--- config.mk ---
export PLATFORM = sky130hd
export DESIGN_NAME = rename_top
export DESIGN_NICKNAME = d
export VERILOG_FILES = /design/src/common/instr_pkg.sv /design/src/common/rename_pkg.sv /design/src/hw/rename_table/free_list.sv /design/src/hw/rename_table/rename_table.sv /design/src/hw/resolver/resolver.sv /design/src/hw/rename_top.sv
export VERILOG_INCLUDE_DIRS = /design/src /design/src/common
export SDC_FILE = /design/constraint.sdc
export NUM_CORES = 2
export LEC_CHECK = 0
export BUFFER_PORTS_ARGS = -buffer_cell sky130_fd_sc_hd__buf_2
export CORE_UTILIZATION = 45
export CTS_CLUSTER_SIZE = 12
export DETAILED_ROUTE_END_ITERATION = 16
export GPL_ROUTABILITY_DRIVEN = 0
export PLACE_DENSITY = 0.67
export SETUP_SLACK_MARGIN = 0.5
export SYNTH_ARGS = -nofsm -noshare
export SYNTH_HDL_FRONTEND = slang
export SYNTH_HIERARCHICAL = 1
export SYNTH_SLANG_ARGS = --single-unit
export TNS_END_PERCENT = 1
--- constraint.sdc ---
create_clock -name global_bus -period 12.75 [get_ports global_bus]
set_input_delay 0.6375 -clock global_bus [delete_from_list [all_inputs] [get_ports global_bus]]
set_output_delay 0.6375 -clock global_bus [all_outputs]
set_load 0.05 [all_outputs]
--- src/common/rename_defines.svh ---
/* register counts are tied to the map-table width.
   PHYS_REGS must be a power of two, as the free list pointers wrap on it. */
`ifndef RENAME_DEFINES_SVH
`define RENAME_DEFINES_SVH

// architectural and physical register files.
`define ARCH_REGS 32
`define PHYS_REGS 64

// index widths.
`define AREG_W 5
`define PREG_W 6

// free list occupancy, 0 to PHYS_REGS.
`define FREE_CNT_W 7

// address and immediate width.
`define XLEN 32

`endif

--- src/common/instr_pkg.sv ---
/* instruction-side types as decode hands them over.
   UNKNOWN marks an empty slot. */
`include "rename_defines.svh"

package instr_pkg;

    typedef logic [`AREG_W-1:0] areg_t;

    typedef enum logic [5:0] {
        UNKNOWN,
        LUI, AUIPC,
        JAL, JALR,
        BEQ, BNE, BLT, BGE, BLTU, BGEU,
        LB, LH, LW, LBU, LHU,
        SB, SH, SW,
        ADDI, SLTI, SLTIU, XORI, ORI, ANDI,
        SLLI, SRLI, SRAI,
        ADD, SUB, SLL, SLT, SLTU,
        XOR, SRL, SRA, OR, AND
    } instr_name_e;

    // tag is set when the instruction sits behind an unresolved jump.
    typedef struct packed {
        logic writes;
        logic jumps;
        logic tag;
    } instr_flags_t;

    typedef enum logic [1:0] {
        ST_NONE,
        ST_BYTE,
        ST_HALF,
        ST_WORD
    } st_type_e;

endpackage

--- src/common/rename_pkg.sv ---
/* rename-side types.
   ERROR in the jump pattern only shows up on undefined flag bits. */
`include "rename_defines.svh"

package rename_pkg;

    typedef logic [`PREG_W-1:0] preg_t;

    // jump pattern of a pair, slot 0 first.
    typedef enum logic [2:0] {
        NJ1NJ2,
        NJ1J2,
        J1NJ2,
        J1J2,
        ERROR
    } instr_types_e;

endpackage

--- src/hw/rename_table/free_list.sv ---
/* circular FIFO of free physical registers, no overflow or underflow check.
   the caller never pops more than count nor releases a register twice. */
`include "rename_defines.svh"

module free_list import rename_pkg::*; (
    input  logic                   global_bus,
    input  logic                   reset,
    input  logic [1:0]             alloc_count,
    input  logic                   alloc,
    output preg_t                  alloc_reg_0,
    output preg_t                  alloc_reg_1,
    output logic [`FREE_CNT_W-1:0] count,
    input  logic                   free_valid,
    input  preg_t                  free_reg
);

    preg_t fifo [`PHYS_REGS];

    logic [`PREG_W-1:0]     head;
    logic [`PREG_W-1:0]     tail;
    logic [`FREE_CNT_W-1:0] pop_n;

    // two oldest entries.
    assign alloc_reg_0 = fifo[head];
    assign alloc_reg_1 = fifo[head + 1'b1];

    assign pop_n = alloc ? `FREE_CNT_W'(alloc_count) : '0;

    always_ff @(posedge global_bus) begin
        if (reset) begin
            // registers above the architectural ones start out free.
            for (int i = 0; i < `PHYS_REGS - `ARCH_REGS; i++) begin
                fifo[i] <= preg_t'(`ARCH_REGS + i);
            end
            head  <= '0;
            tail  <= `PREG_W'(`PHYS_REGS - `ARCH_REGS);
            count <= `FREE_CNT_W'(`PHYS_REGS - `ARCH_REGS);
        end else begin
            if (free_valid) begin
                fifo[tail] <= free_reg;
                tail       <= tail + 1'b1;
            end
            if (alloc) begin
                head <= head + `PREG_W'(alloc_count);
            end
            count <= count + `FREE_CNT_W'(free_valid) - pop_n;
        end
    end

endmodule

--- src/hw/rename_table/rename_table.sv ---
/* lookup is combinational; allocations and map writes happen on commit.
   slot 1 sources read the old map, in-pair bypass is left to the resolver. */
`include "rename_defines.svh"

module rename_table import rename_pkg::*; (
    input  logic              global_bus,
    input  logic              reset,
    input  logic [`AREG_W-1:0] rs_1_0,
    input  logic [`AREG_W-1:0] rs_2_0,
    input  logic [`AREG_W-1:0] rd_0,
    input  logic              rename_0,
    output preg_t             src_1_0,
    output preg_t             src_2_0,
    output preg_t             rn_0,
    input  logic [`AREG_W-1:0] rs_1_1,
    input  logic [`AREG_W-1:0] rs_2_1,
    input  logic [`AREG_W-1:0] rd_1,
    input  logic              rename_1,
    output preg_t             src_1_1,
    output preg_t             src_2_1,
    output preg_t             rn_1,
    input  logic              commit,
    output logic              no_free,
    input  logic              free_valid,
    input  preg_t             free_reg
);

    preg_t map [`ARCH_REGS];

    logic                   req_0;
    logic                   req_1;
    logic [1:0]             req_count;
    logic [`FREE_CNT_W-1:0] free_count;
    preg_t                  head_0;
    preg_t                  head_1;

    // x0 never gets a physical register.
    assign req_0     = rename_0 && rd_0 != '0;
    assign req_1     = rename_1 && rd_1 != '0;
    assign req_count = {1'b0, req_0} + {1'b0, req_1};
    assign no_free   = free_count < {{(`FREE_CNT_W-2){1'b0}}, req_count};

    assign src_1_0 = map[rs_1_0];
    assign src_2_0 = map[rs_2_0];
    assign src_1_1 = map[rs_1_1];
    assign src_2_1 = map[rs_2_1];

    // slot 1 takes the next entry only if slot 0 took one.
    assign rn_0 = head_0;
    assign rn_1 = req_0 ? head_1 : head_0;

    always_ff @(posedge global_bus) begin
        if (reset) begin
            for (int i = 0; i < `ARCH_REGS; i++) begin
                map[i] <= preg_t'(i);
            end
        end else if (commit) begin
            // slot order, so slot 1 wins on the same rd.
            if (req_0) begin
                map[rd_0] <= rn_0;
            end
            if (req_1) begin
                map[rd_1] <= rn_1;
            end
        end
    end

    free_list free_list_i (
        .global_bus  (global_bus),
        .reset       (reset),
        .alloc_count (req_count),
        .alloc       (commit),
        .alloc_reg_0 (head_0),
        .alloc_reg_1 (head_1),
        .count       (free_count),
        .free_valid  (free_valid),
        .free_reg    (free_reg)
    );

endmodule

--- src/hw/resolver/resolver.sv ---
/* takes a pair at most every second cycle, both slots must be valid.
   the driver holds an input pair until stop_out shows it was taken. */
`include "rename_defines.svh"

module resolver import rename_pkg::*, instr_pkg::*; (
    input  logic             global_bus,
    input  logic             reset,
    input  instr_name_e      dec_0_name,
    input  logic [`XLEN-1:0] dec_0_address,
    input  logic [`XLEN-1:0] dec_0_immediate,
    input  areg_t            dec_0_rs_1,
    input  areg_t            dec_0_rs_2,
    input  areg_t            dec_0_rd,
    input  instr_flags_t     dec_0_flags,
    input  st_type_e         dec_0_st_type,
    input  instr_name_e      dec_1_name,
    input  logic [`XLEN-1:0] dec_1_address,
    input  logic [`XLEN-1:0] dec_1_immediate,
    input  areg_t            dec_1_rs_1,
    input  areg_t            dec_1_rs_2,
    input  areg_t            dec_1_rd,
    input  instr_flags_t     dec_1_flags,
    input  st_type_e         dec_1_st_type,
    output instr_name_e      ren_0_name,
    output logic [`XLEN-1:0] ren_0_address,
    output logic [`XLEN-1:0] ren_0_immediate,
    output preg_t            ren_0_rs_1,
    output preg_t            ren_0_rs_2,
    output areg_t            ren_0_rd,
    output preg_t            ren_0_rn,
    output instr_flags_t     ren_0_flags,
    output st_type_e         ren_0_st_type,
    output instr_name_e      ren_1_name,
    output logic [`XLEN-1:0] ren_1_address,
    output logic [`XLEN-1:0] ren_1_immediate,
    output preg_t            ren_1_rs_1,
    output preg_t            ren_1_rs_2,
    output areg_t            ren_1_rd,
    output preg_t            ren_1_rn,
    output instr_flags_t     ren_1_flags,
    output st_type_e         ren_1_st_type,
    output areg_t            rs_1_0,
    output areg_t            rs_2_0,
    output areg_t            rd_0,
    output logic             rename_0,
    input  preg_t            src_1_0,
    input  preg_t            src_2_0,
    input  preg_t            rn_0,
    output areg_t            rs_1_1,
    output areg_t            rs_2_1,
    output areg_t            rd_1,
    output logic             rename_1,
    input  preg_t            src_1_1,
    input  preg_t            src_2_1,
    input  preg_t            rn_1,
    output logic             commit,
    input  logic             no_free,
    input  logic             stop_in,
    output logic             stop_out,
    input  logic             branch_resolved
);

    instr_types_e     pair_type;
    instr_name_e      p_0_name;
    instr_name_e      p_1_name;
    logic [`XLEN-1:0] p_0_address;
    logic [`XLEN-1:0] p_1_address;
    logic [`XLEN-1:0] p_0_immediate;
    logic [`XLEN-1:0] p_1_immediate;
    instr_flags_t     p_0_flags;
    instr_flags_t     p_1_flags;
    st_type_e         p_0_st_type;
    st_type_e         p_1_st_type;

    logic take;
    logic tag_active;
    logic tag_0;
    logic tag_1;
    logic slot_0_writes;
    logic fwd_1;
    logic fwd_2;

    assign take   = !stop_in && !stop_out && dec_0_name != UNKNOWN && dec_1_name != UNKNOWN;
    assign commit = stop_out && !no_free && !stop_in;

    // slot 1 reads what slot 0 writes in the same pair.
    assign slot_0_writes = rename_0 && rd_0 != '0;
    assign fwd_1         = slot_0_writes && rd_0 == rs_1_1;
    assign fwd_2         = slot_0_writes && rd_0 == rs_2_1;

    always_comb begin
        case (pair_type)
            NJ1NJ2: begin
                tag_0 = tag_active;
                tag_1 = tag_active;
            end
            NJ1J2: begin
                tag_0 = tag_active;
                tag_1 = 1'b0;
            end
            J1NJ2: begin
                tag_0 = 1'b0;
                tag_1 = 1'b1;
            end
            J1J2: begin
                tag_0 = 1'b0;
                tag_1 = 1'b0;
            end
            default: begin
                tag_0 = tag_active;
                tag_1 = tag_active;
            end
        endcase
    end

    always_ff @(posedge global_bus) begin
        if (take) begin
            case ({dec_0_flags.jumps, dec_1_flags.jumps})
                2'b00:   pair_type <= NJ1NJ2;
                2'b01:   pair_type <= NJ1J2;
                2'b10:   pair_type <= J1NJ2;
                2'b11:   pair_type <= J1J2;
                default: pair_type <= ERROR;
            endcase
            rs_1_0        <= dec_0_rs_1;
            rs_2_0        <= dec_0_rs_2;
            rd_0          <= dec_0_rd;
            rename_0      <= dec_0_flags.writes;
            rs_1_1        <= dec_1_rs_1;
            rs_2_1        <= dec_1_rs_2;
            rd_1          <= dec_1_rd;
            rename_1      <= dec_1_flags.writes;
            p_0_name      <= dec_0_name;
            p_0_address   <= dec_0_address;
            p_0_immediate <= dec_0_immediate;
            p_0_flags     <= dec_0_flags;
            p_0_st_type   <= dec_0_st_type;
            p_1_name      <= dec_1_name;
            p_1_address   <= dec_1_address;
            p_1_immediate <= dec_1_immediate;
            p_1_flags     <= dec_1_flags;
            p_1_st_type   <= dec_1_st_type;
        end
        if (commit) begin
            ren_0_address   <= p_0_address;
            ren_0_immediate <= p_0_immediate;
            ren_0_rs_1      <= src_1_0;
            ren_0_rs_2      <= src_2_0;
            ren_0_rd        <= rd_0;
            ren_0_rn        <= slot_0_writes ? rn_0 : '0;
            ren_0_flags     <= {p_0_flags.writes, p_0_flags.jumps, tag_0};
            ren_0_st_type   <= p_0_st_type;
            ren_1_address   <= p_1_address;
            ren_1_immediate <= p_1_immediate;
            ren_1_rs_1      <= fwd_1 ? rn_0 : src_1_1;
            ren_1_rs_2      <= fwd_2 ? rn_0 : src_2_1;
            ren_1_rd        <= rd_1;
            ren_1_rn        <= (rename_1 && rd_1 != '0) ? rn_1 : '0;
            ren_1_flags     <= {p_1_flags.writes, p_1_flags.jumps, tag_1};
            ren_1_st_type   <= p_1_st_type;
        end
    end

    always_ff @(posedge global_bus) begin
        if (reset) begin
            stop_out   <= 1'b0;
            tag_active <= 1'b0;
            ren_0_name <= UNKNOWN;
            ren_1_name <= UNKNOWN;
        end else begin
            if (take) begin
                stop_out <= 1'b1;
            end else if (commit) begin
                stop_out <= 1'b0;
            end
            // outputs hold while stop_in is high.
            if (commit) begin
                ren_0_name <= p_0_name;
                ren_1_name <= p_1_name;
            end else if (!stop_in) begin
                ren_0_name <= UNKNOWN;
                ren_1_name <= UNKNOWN;
            end
            // a new jump wins over a resolve in the same cycle.
            if (commit && pair_type inside {NJ1J2, J1NJ2, J1J2}) begin
                tag_active <= 1'b1;
            end else if (branch_resolved) begin
                tag_active <= 1'b0;
            end
        end
    end

endmodule

--- src/hw/rename_top.sv ---
/* rename stage top, the resolver and the table joined port by port.
   free_valid releases one register per cycle, from commit. */
`include "rename_defines.svh"

module rename_top import rename_pkg::*, instr_pkg::*; (
    input  logic             global_bus,
    input  logic             reset,
    input  instr_name_e      dec_0_name,
    input  logic [`XLEN-1:0] dec_0_address,
    input  logic [`XLEN-1:0] dec_0_immediate,
    input  areg_t            dec_0_rs_1,
    input  areg_t            dec_0_rs_2,
    input  areg_t            dec_0_rd,
    input  instr_flags_t     dec_0_flags,
    input  st_type_e         dec_0_st_type,
    input  instr_name_e      dec_1_name,
    input  logic [`XLEN-1:0] dec_1_address,
    input  logic [`XLEN-1:0] dec_1_immediate,
    input  areg_t            dec_1_rs_1,
    input  areg_t            dec_1_rs_2,
    input  areg_t            dec_1_rd,
    input  instr_flags_t     dec_1_flags,
    input  st_type_e         dec_1_st_type,
    output instr_name_e      ren_0_name,
    output logic [`XLEN-1:0] ren_0_address,
    output logic [`XLEN-1:0] ren_0_immediate,
    output preg_t            ren_0_rs_1,
    output preg_t            ren_0_rs_2,
    output areg_t            ren_0_rd,
    output preg_t            ren_0_rn,
    output instr_flags_t     ren_0_flags,
    output st_type_e         ren_0_st_type,
    output instr_name_e      ren_1_name,
    output logic [`XLEN-1:0] ren_1_address,
    output logic [`XLEN-1:0] ren_1_immediate,
    output preg_t            ren_1_rs_1,
    output preg_t            ren_1_rs_2,
    output areg_t            ren_1_rd,
    output preg_t            ren_1_rn,
    output instr_flags_t     ren_1_flags,
    output st_type_e         ren_1_st_type,
    input  logic             stop_in,
    output logic             stop_out,
    input  logic             free_valid,
    input  preg_t            free_reg,
    input  logic             branch_resolved
);

    // query and answer between resolver and table.
    areg_t rs_1_0;
    areg_t rs_2_0;
    areg_t rd_0;
    logic  rename_0;
    preg_t src_1_0;
    preg_t src_2_0;
    preg_t rn_0;
    areg_t rs_1_1;
    areg_t rs_2_1;
    areg_t rd_1;
    logic  rename_1;
    preg_t src_1_1;
    preg_t src_2_1;
    preg_t rn_1;
    logic  commit;
    logic  no_free;

    resolver resolver_i (.*);

    rename_table rename_table_i (.*);

endmodule

==> impl_metrics.py <==
metrics = {
    "sta": {
        "rsz0062_at_grt": "no",
        "setup_tns_ns": 0,
        "finalHoldViolCount": 0,
        "max_clock_freq_ghz": 0.162,
        "setup_viol_count_final": 0,
        "final.min_clock_period_ns": 6.17,
        "post-route-period-util_pct": 48.4,
        "final_max_slew_viol_count": 0,
        "worst_slack_ns": 6.58,
        "clock_skew_ns": 0.0316,
        "timing_worst_slew_pin_value_ns": 1.36,
        "worst_slew_margin_rel_pct": 8.84,
    },
    "cts": {
        "ctsLongestPathBuffers": 3,
        "clock_sink_count": 979,
        "clk-insertion-delay-late_ns": 0.70,
        "hold_buffers": 0,
        "cts_inserted_buffers": 101,
        "postCtsSetupRepairBufs": 0,
        "clock_tree.htree_level_count": 3,
        "clockRootBuffer": "clkbuf_16",
        "ctsResizeCount": 0,
        "clkTransAtPathRegs_ns": 0.06,
        "tritoncts": "built",
    },
    "critical_path": {
        "worstSetupEndpointType": "register",
        "worstSetupStartpoint": "resolver_i/rd_0[2]",
        "timing.critical_path.required_ns": 13.06,
        "critical-path-top-delay-family": "compound AO/OA/AOI/OAI gates",
        "crit_path_cell_trace": "buf_4 -> or3_1 -> o31ai_4 -> inv_1 -> ha_1 -> inv_1 -> ha_1 -> a2111oi_0 -> nor3b_2 -> buf_4 -> nor2b_1 -> nand4_1 -> o21ai_0",
        "cpPeakStageDelay_ns": 1.36,
        "cp_slowest_cell": "o21ai_0",
        "worst-setup-path-type": "register to register",
        "critical_path.reg2reg.startpoint": "resolver_i/rd_0[2]",
        "critical_path_peak_fanout": 26,
        "worst-path-buf-inv": 4,
        "setup.worst_path.start_class": "register",
        "cp.arrival_ns": 6.48,
    },
    "finish": {
        "drive_above_1_share_pct": 34.7,
        "final_net_count": 3339,
        "multi_input_area_um2": 17500,
        "synthToLayoutAreaGrowth_pct": 13.3,
        "regArea_um2": 29000,
        "fillerInstances": 8624,
    },
    "synthesis": {
        "netlist_area_um2": 47700,
        "async_reset_ff_share_pct": 0,
        "yosys_register_bits": 979,
        "yosysSeqAreaShare_pct": 60.8,
        "syn_inst": 2827,
        "synth_cell_type_count": 72,
        "synth_edf_count": 940,
        "syn-mean-instance-area_um2": 16.9,
        "yosys_warnings": 6,
        "synth-main-ff-cell": "edfxtp_1",
    },
    "place": {
        "place_ws_ns": 6.79,
        "dpl.hpwl_mm": 96.7,
        "io_buffers": 385,
    },
    "route": {
        "detail_route.drc_violations": 0,
        "routed_vias_inst": 6.54,
        "first_pass_iters": 12,
        "detailedRoute.firstIterationViolations": 4375,
        "route.final.wire_length_mm": 143,
        "routed_wirelength_normalized_by_instance_count_um": 31.0,
        "drt.antenna.violating_nets": 0,
        "vias": 30100,
    },
    "min_path": {
        "timing.hold.worst.start": "dec_0_immediate[20]",
        "worstHoldPathType": "primary input to register",
    },
    "floorplan": {
        "core-area_um2": 105000,
        "ioPinCount": 388,
        "core_rows": 119,
        "initial_utilization_pct": 45.4,
        "die-area_um2": 107000,
        "die_height_um": 328,
        "fp.dieW_um": 328,
    },
    "outcome": {
        "result_of_the_run": "finished clean",
    },
    "global_route": {
        "groute.usage.overall_pct": 26.5,
        "number_of_global_route_vias_before_repair": 29500,
        "grt_max_degree": 175,
        "first_pass_grt_wire_length_mm": 206,
        "antenna_found_initial": 12,
        "overflow": 0,
    },
    "pwr": {
        "power_density_nw_per_um2": 141,
        "static_leakage_nw": 16.8,
        "peakVddDrop_uv": 113,
    },
    "job": {
        "max_cap_viol_count": 0,
    },
}
==> flip-flops by register name (all words and copies together), names as in the netlist, 7 cells and up, named ones only <==
register,flops
resolver_i/ren_1_address,32
resolver_i/p_0_immediate,32
resolver_i/p_1_address,32
resolver_i/ren_1_immediate,32
rename_table_i/map,192
resolver_i/ren_0_address,32
rename_table_i/free_list_i/count,7
resolver_i/p_1_immediate,32
resolver_i/ren_0_immediate,32
rename_table_i/free_list_i/fifo,384
resolver_i/p_0_address,32
==> cell usage in the layout (no fill, tap or decap), types with 13 or more instances in the layout <==
master and count:
edfxtp_1 940, mux4_2 423, buf_2 384, nor2_1 179, nor3_1 106, clkbuf_16 102, nand2_1 101, a22oi_1 72
o22ai_1 70, nand3_1 65, buf_4 64, or3_1 52, clkbuf_1 44, mux2i_1 41, dfxtp_1 36, a2bb2oi_1 31
inv_1 28, or2_2 28, nor2b_1 27, mux4_1 27, o2bb2ai_1 25, o21ai_0 24, mux2_2 24, nand2b_1 23
nand4_1 20, a21oi_1 17, a22o_1 16, xnor2_1 16, clkinv_1 15, and2_1 15, ha_1 14, clkinv_2 13
xor2_1 13
==> power by group <==
group          leakage [nW]  internal [mW]  switching (mW)
combinational          6.54          0.373           0.633
clock                  1.54           1.64            1.24
sequential             8.74           3.66          0.0807
==> synthesized netlist by cell type, types with 27 or more instances <==
library cell | number | area share [%]
inv_1 | 28 | 0.22
nand2_1 | 101 | 0.80
nand3_1 | 65 | 0.68
dfxtp_1 | 39 | 1.6
mux2i_1 | 47 | 0.99
nor2_1 | 180 | 1.4
nor2b_1 | 27 | 0.35
buf_2 | 43 | 0.45
a2bb2oi_1 | 31 | 0.57
a22oi_1 | 72 | 1.1
or3_1 | 53 | 0.70
mux4_1 | 27 | 1.5
or2_2 | 28 | 0.37
o22ai_1 | 70 | 0.92
nor3_1 | 106 | 1.1
clkbuf_1 | 151 | 1.2
buf_1 | 28 | 0.22
mux4_2 | 423 | 20
edfxtp_1 | 940 | 59
==> layout make-up <==
cell class                 count  share of cell area (%)
tap                         1391                    3.22
clock inverter                36                   0.783
clock buffer                 149                    5.11
sequential                   979                    53.7
multi-input combinational   1565                    32.4
antenna                        7                  0.0324
timing repair buffer         450                    4.52
inverter                      34                   0.236
==> worst paths after layout <==
kind / to / cells after the start / slack (ns)
setup / recovery: rename_table_i/map[12][2] / 13 / 6.58
hold / removal: resolver_i/p_0_immediate[20] / 1 / 0.11
setup reg to reg: rename_table_i/map[12][2] / 13 / 6.58
hold reg to reg: resolver_i/ren_0_st_type[0] / 0 / 0.39
==> logic make-up after synthesis <==
kind of cell / Yosys count / share of synthesized area, %
buf+inv: 288 / 2.79
xor+xnor: 32 / 0.604
fa+ha+maj: 17 / 0.478
flops: 979 / 60.8
compound gates: 303 / 4.67
mux: 533 / 23.4
other cells: 1 / 0.00786
simple gates: 674 / 7.21
==> through the flow <==
step                      power [mW]  instance area, µm²  hold slack [ns]  std cells  utilization, %
final                           7.63               54000            0.112       4611            51.4
after global routing            7.83               54000           0.0802       4609            51.4
after CTS                       7.66               54000           0.0604       4604            51.4
after detailed placement        4.80               50800            0.405       4419            48.4
after global placement          4.79               50800            0.400       4419            48.4
after floorplan                 4.50               47700            0.400       2832               -
==> metal layers <==
metal	track usage, %	wire length, µm
met4	9.69	5710
met5	0.444	82
met1	35.2	52400
met3	7.44	17200
met2	41.7	67500
No activity file was read; power rests on OpenSTA's default activity.
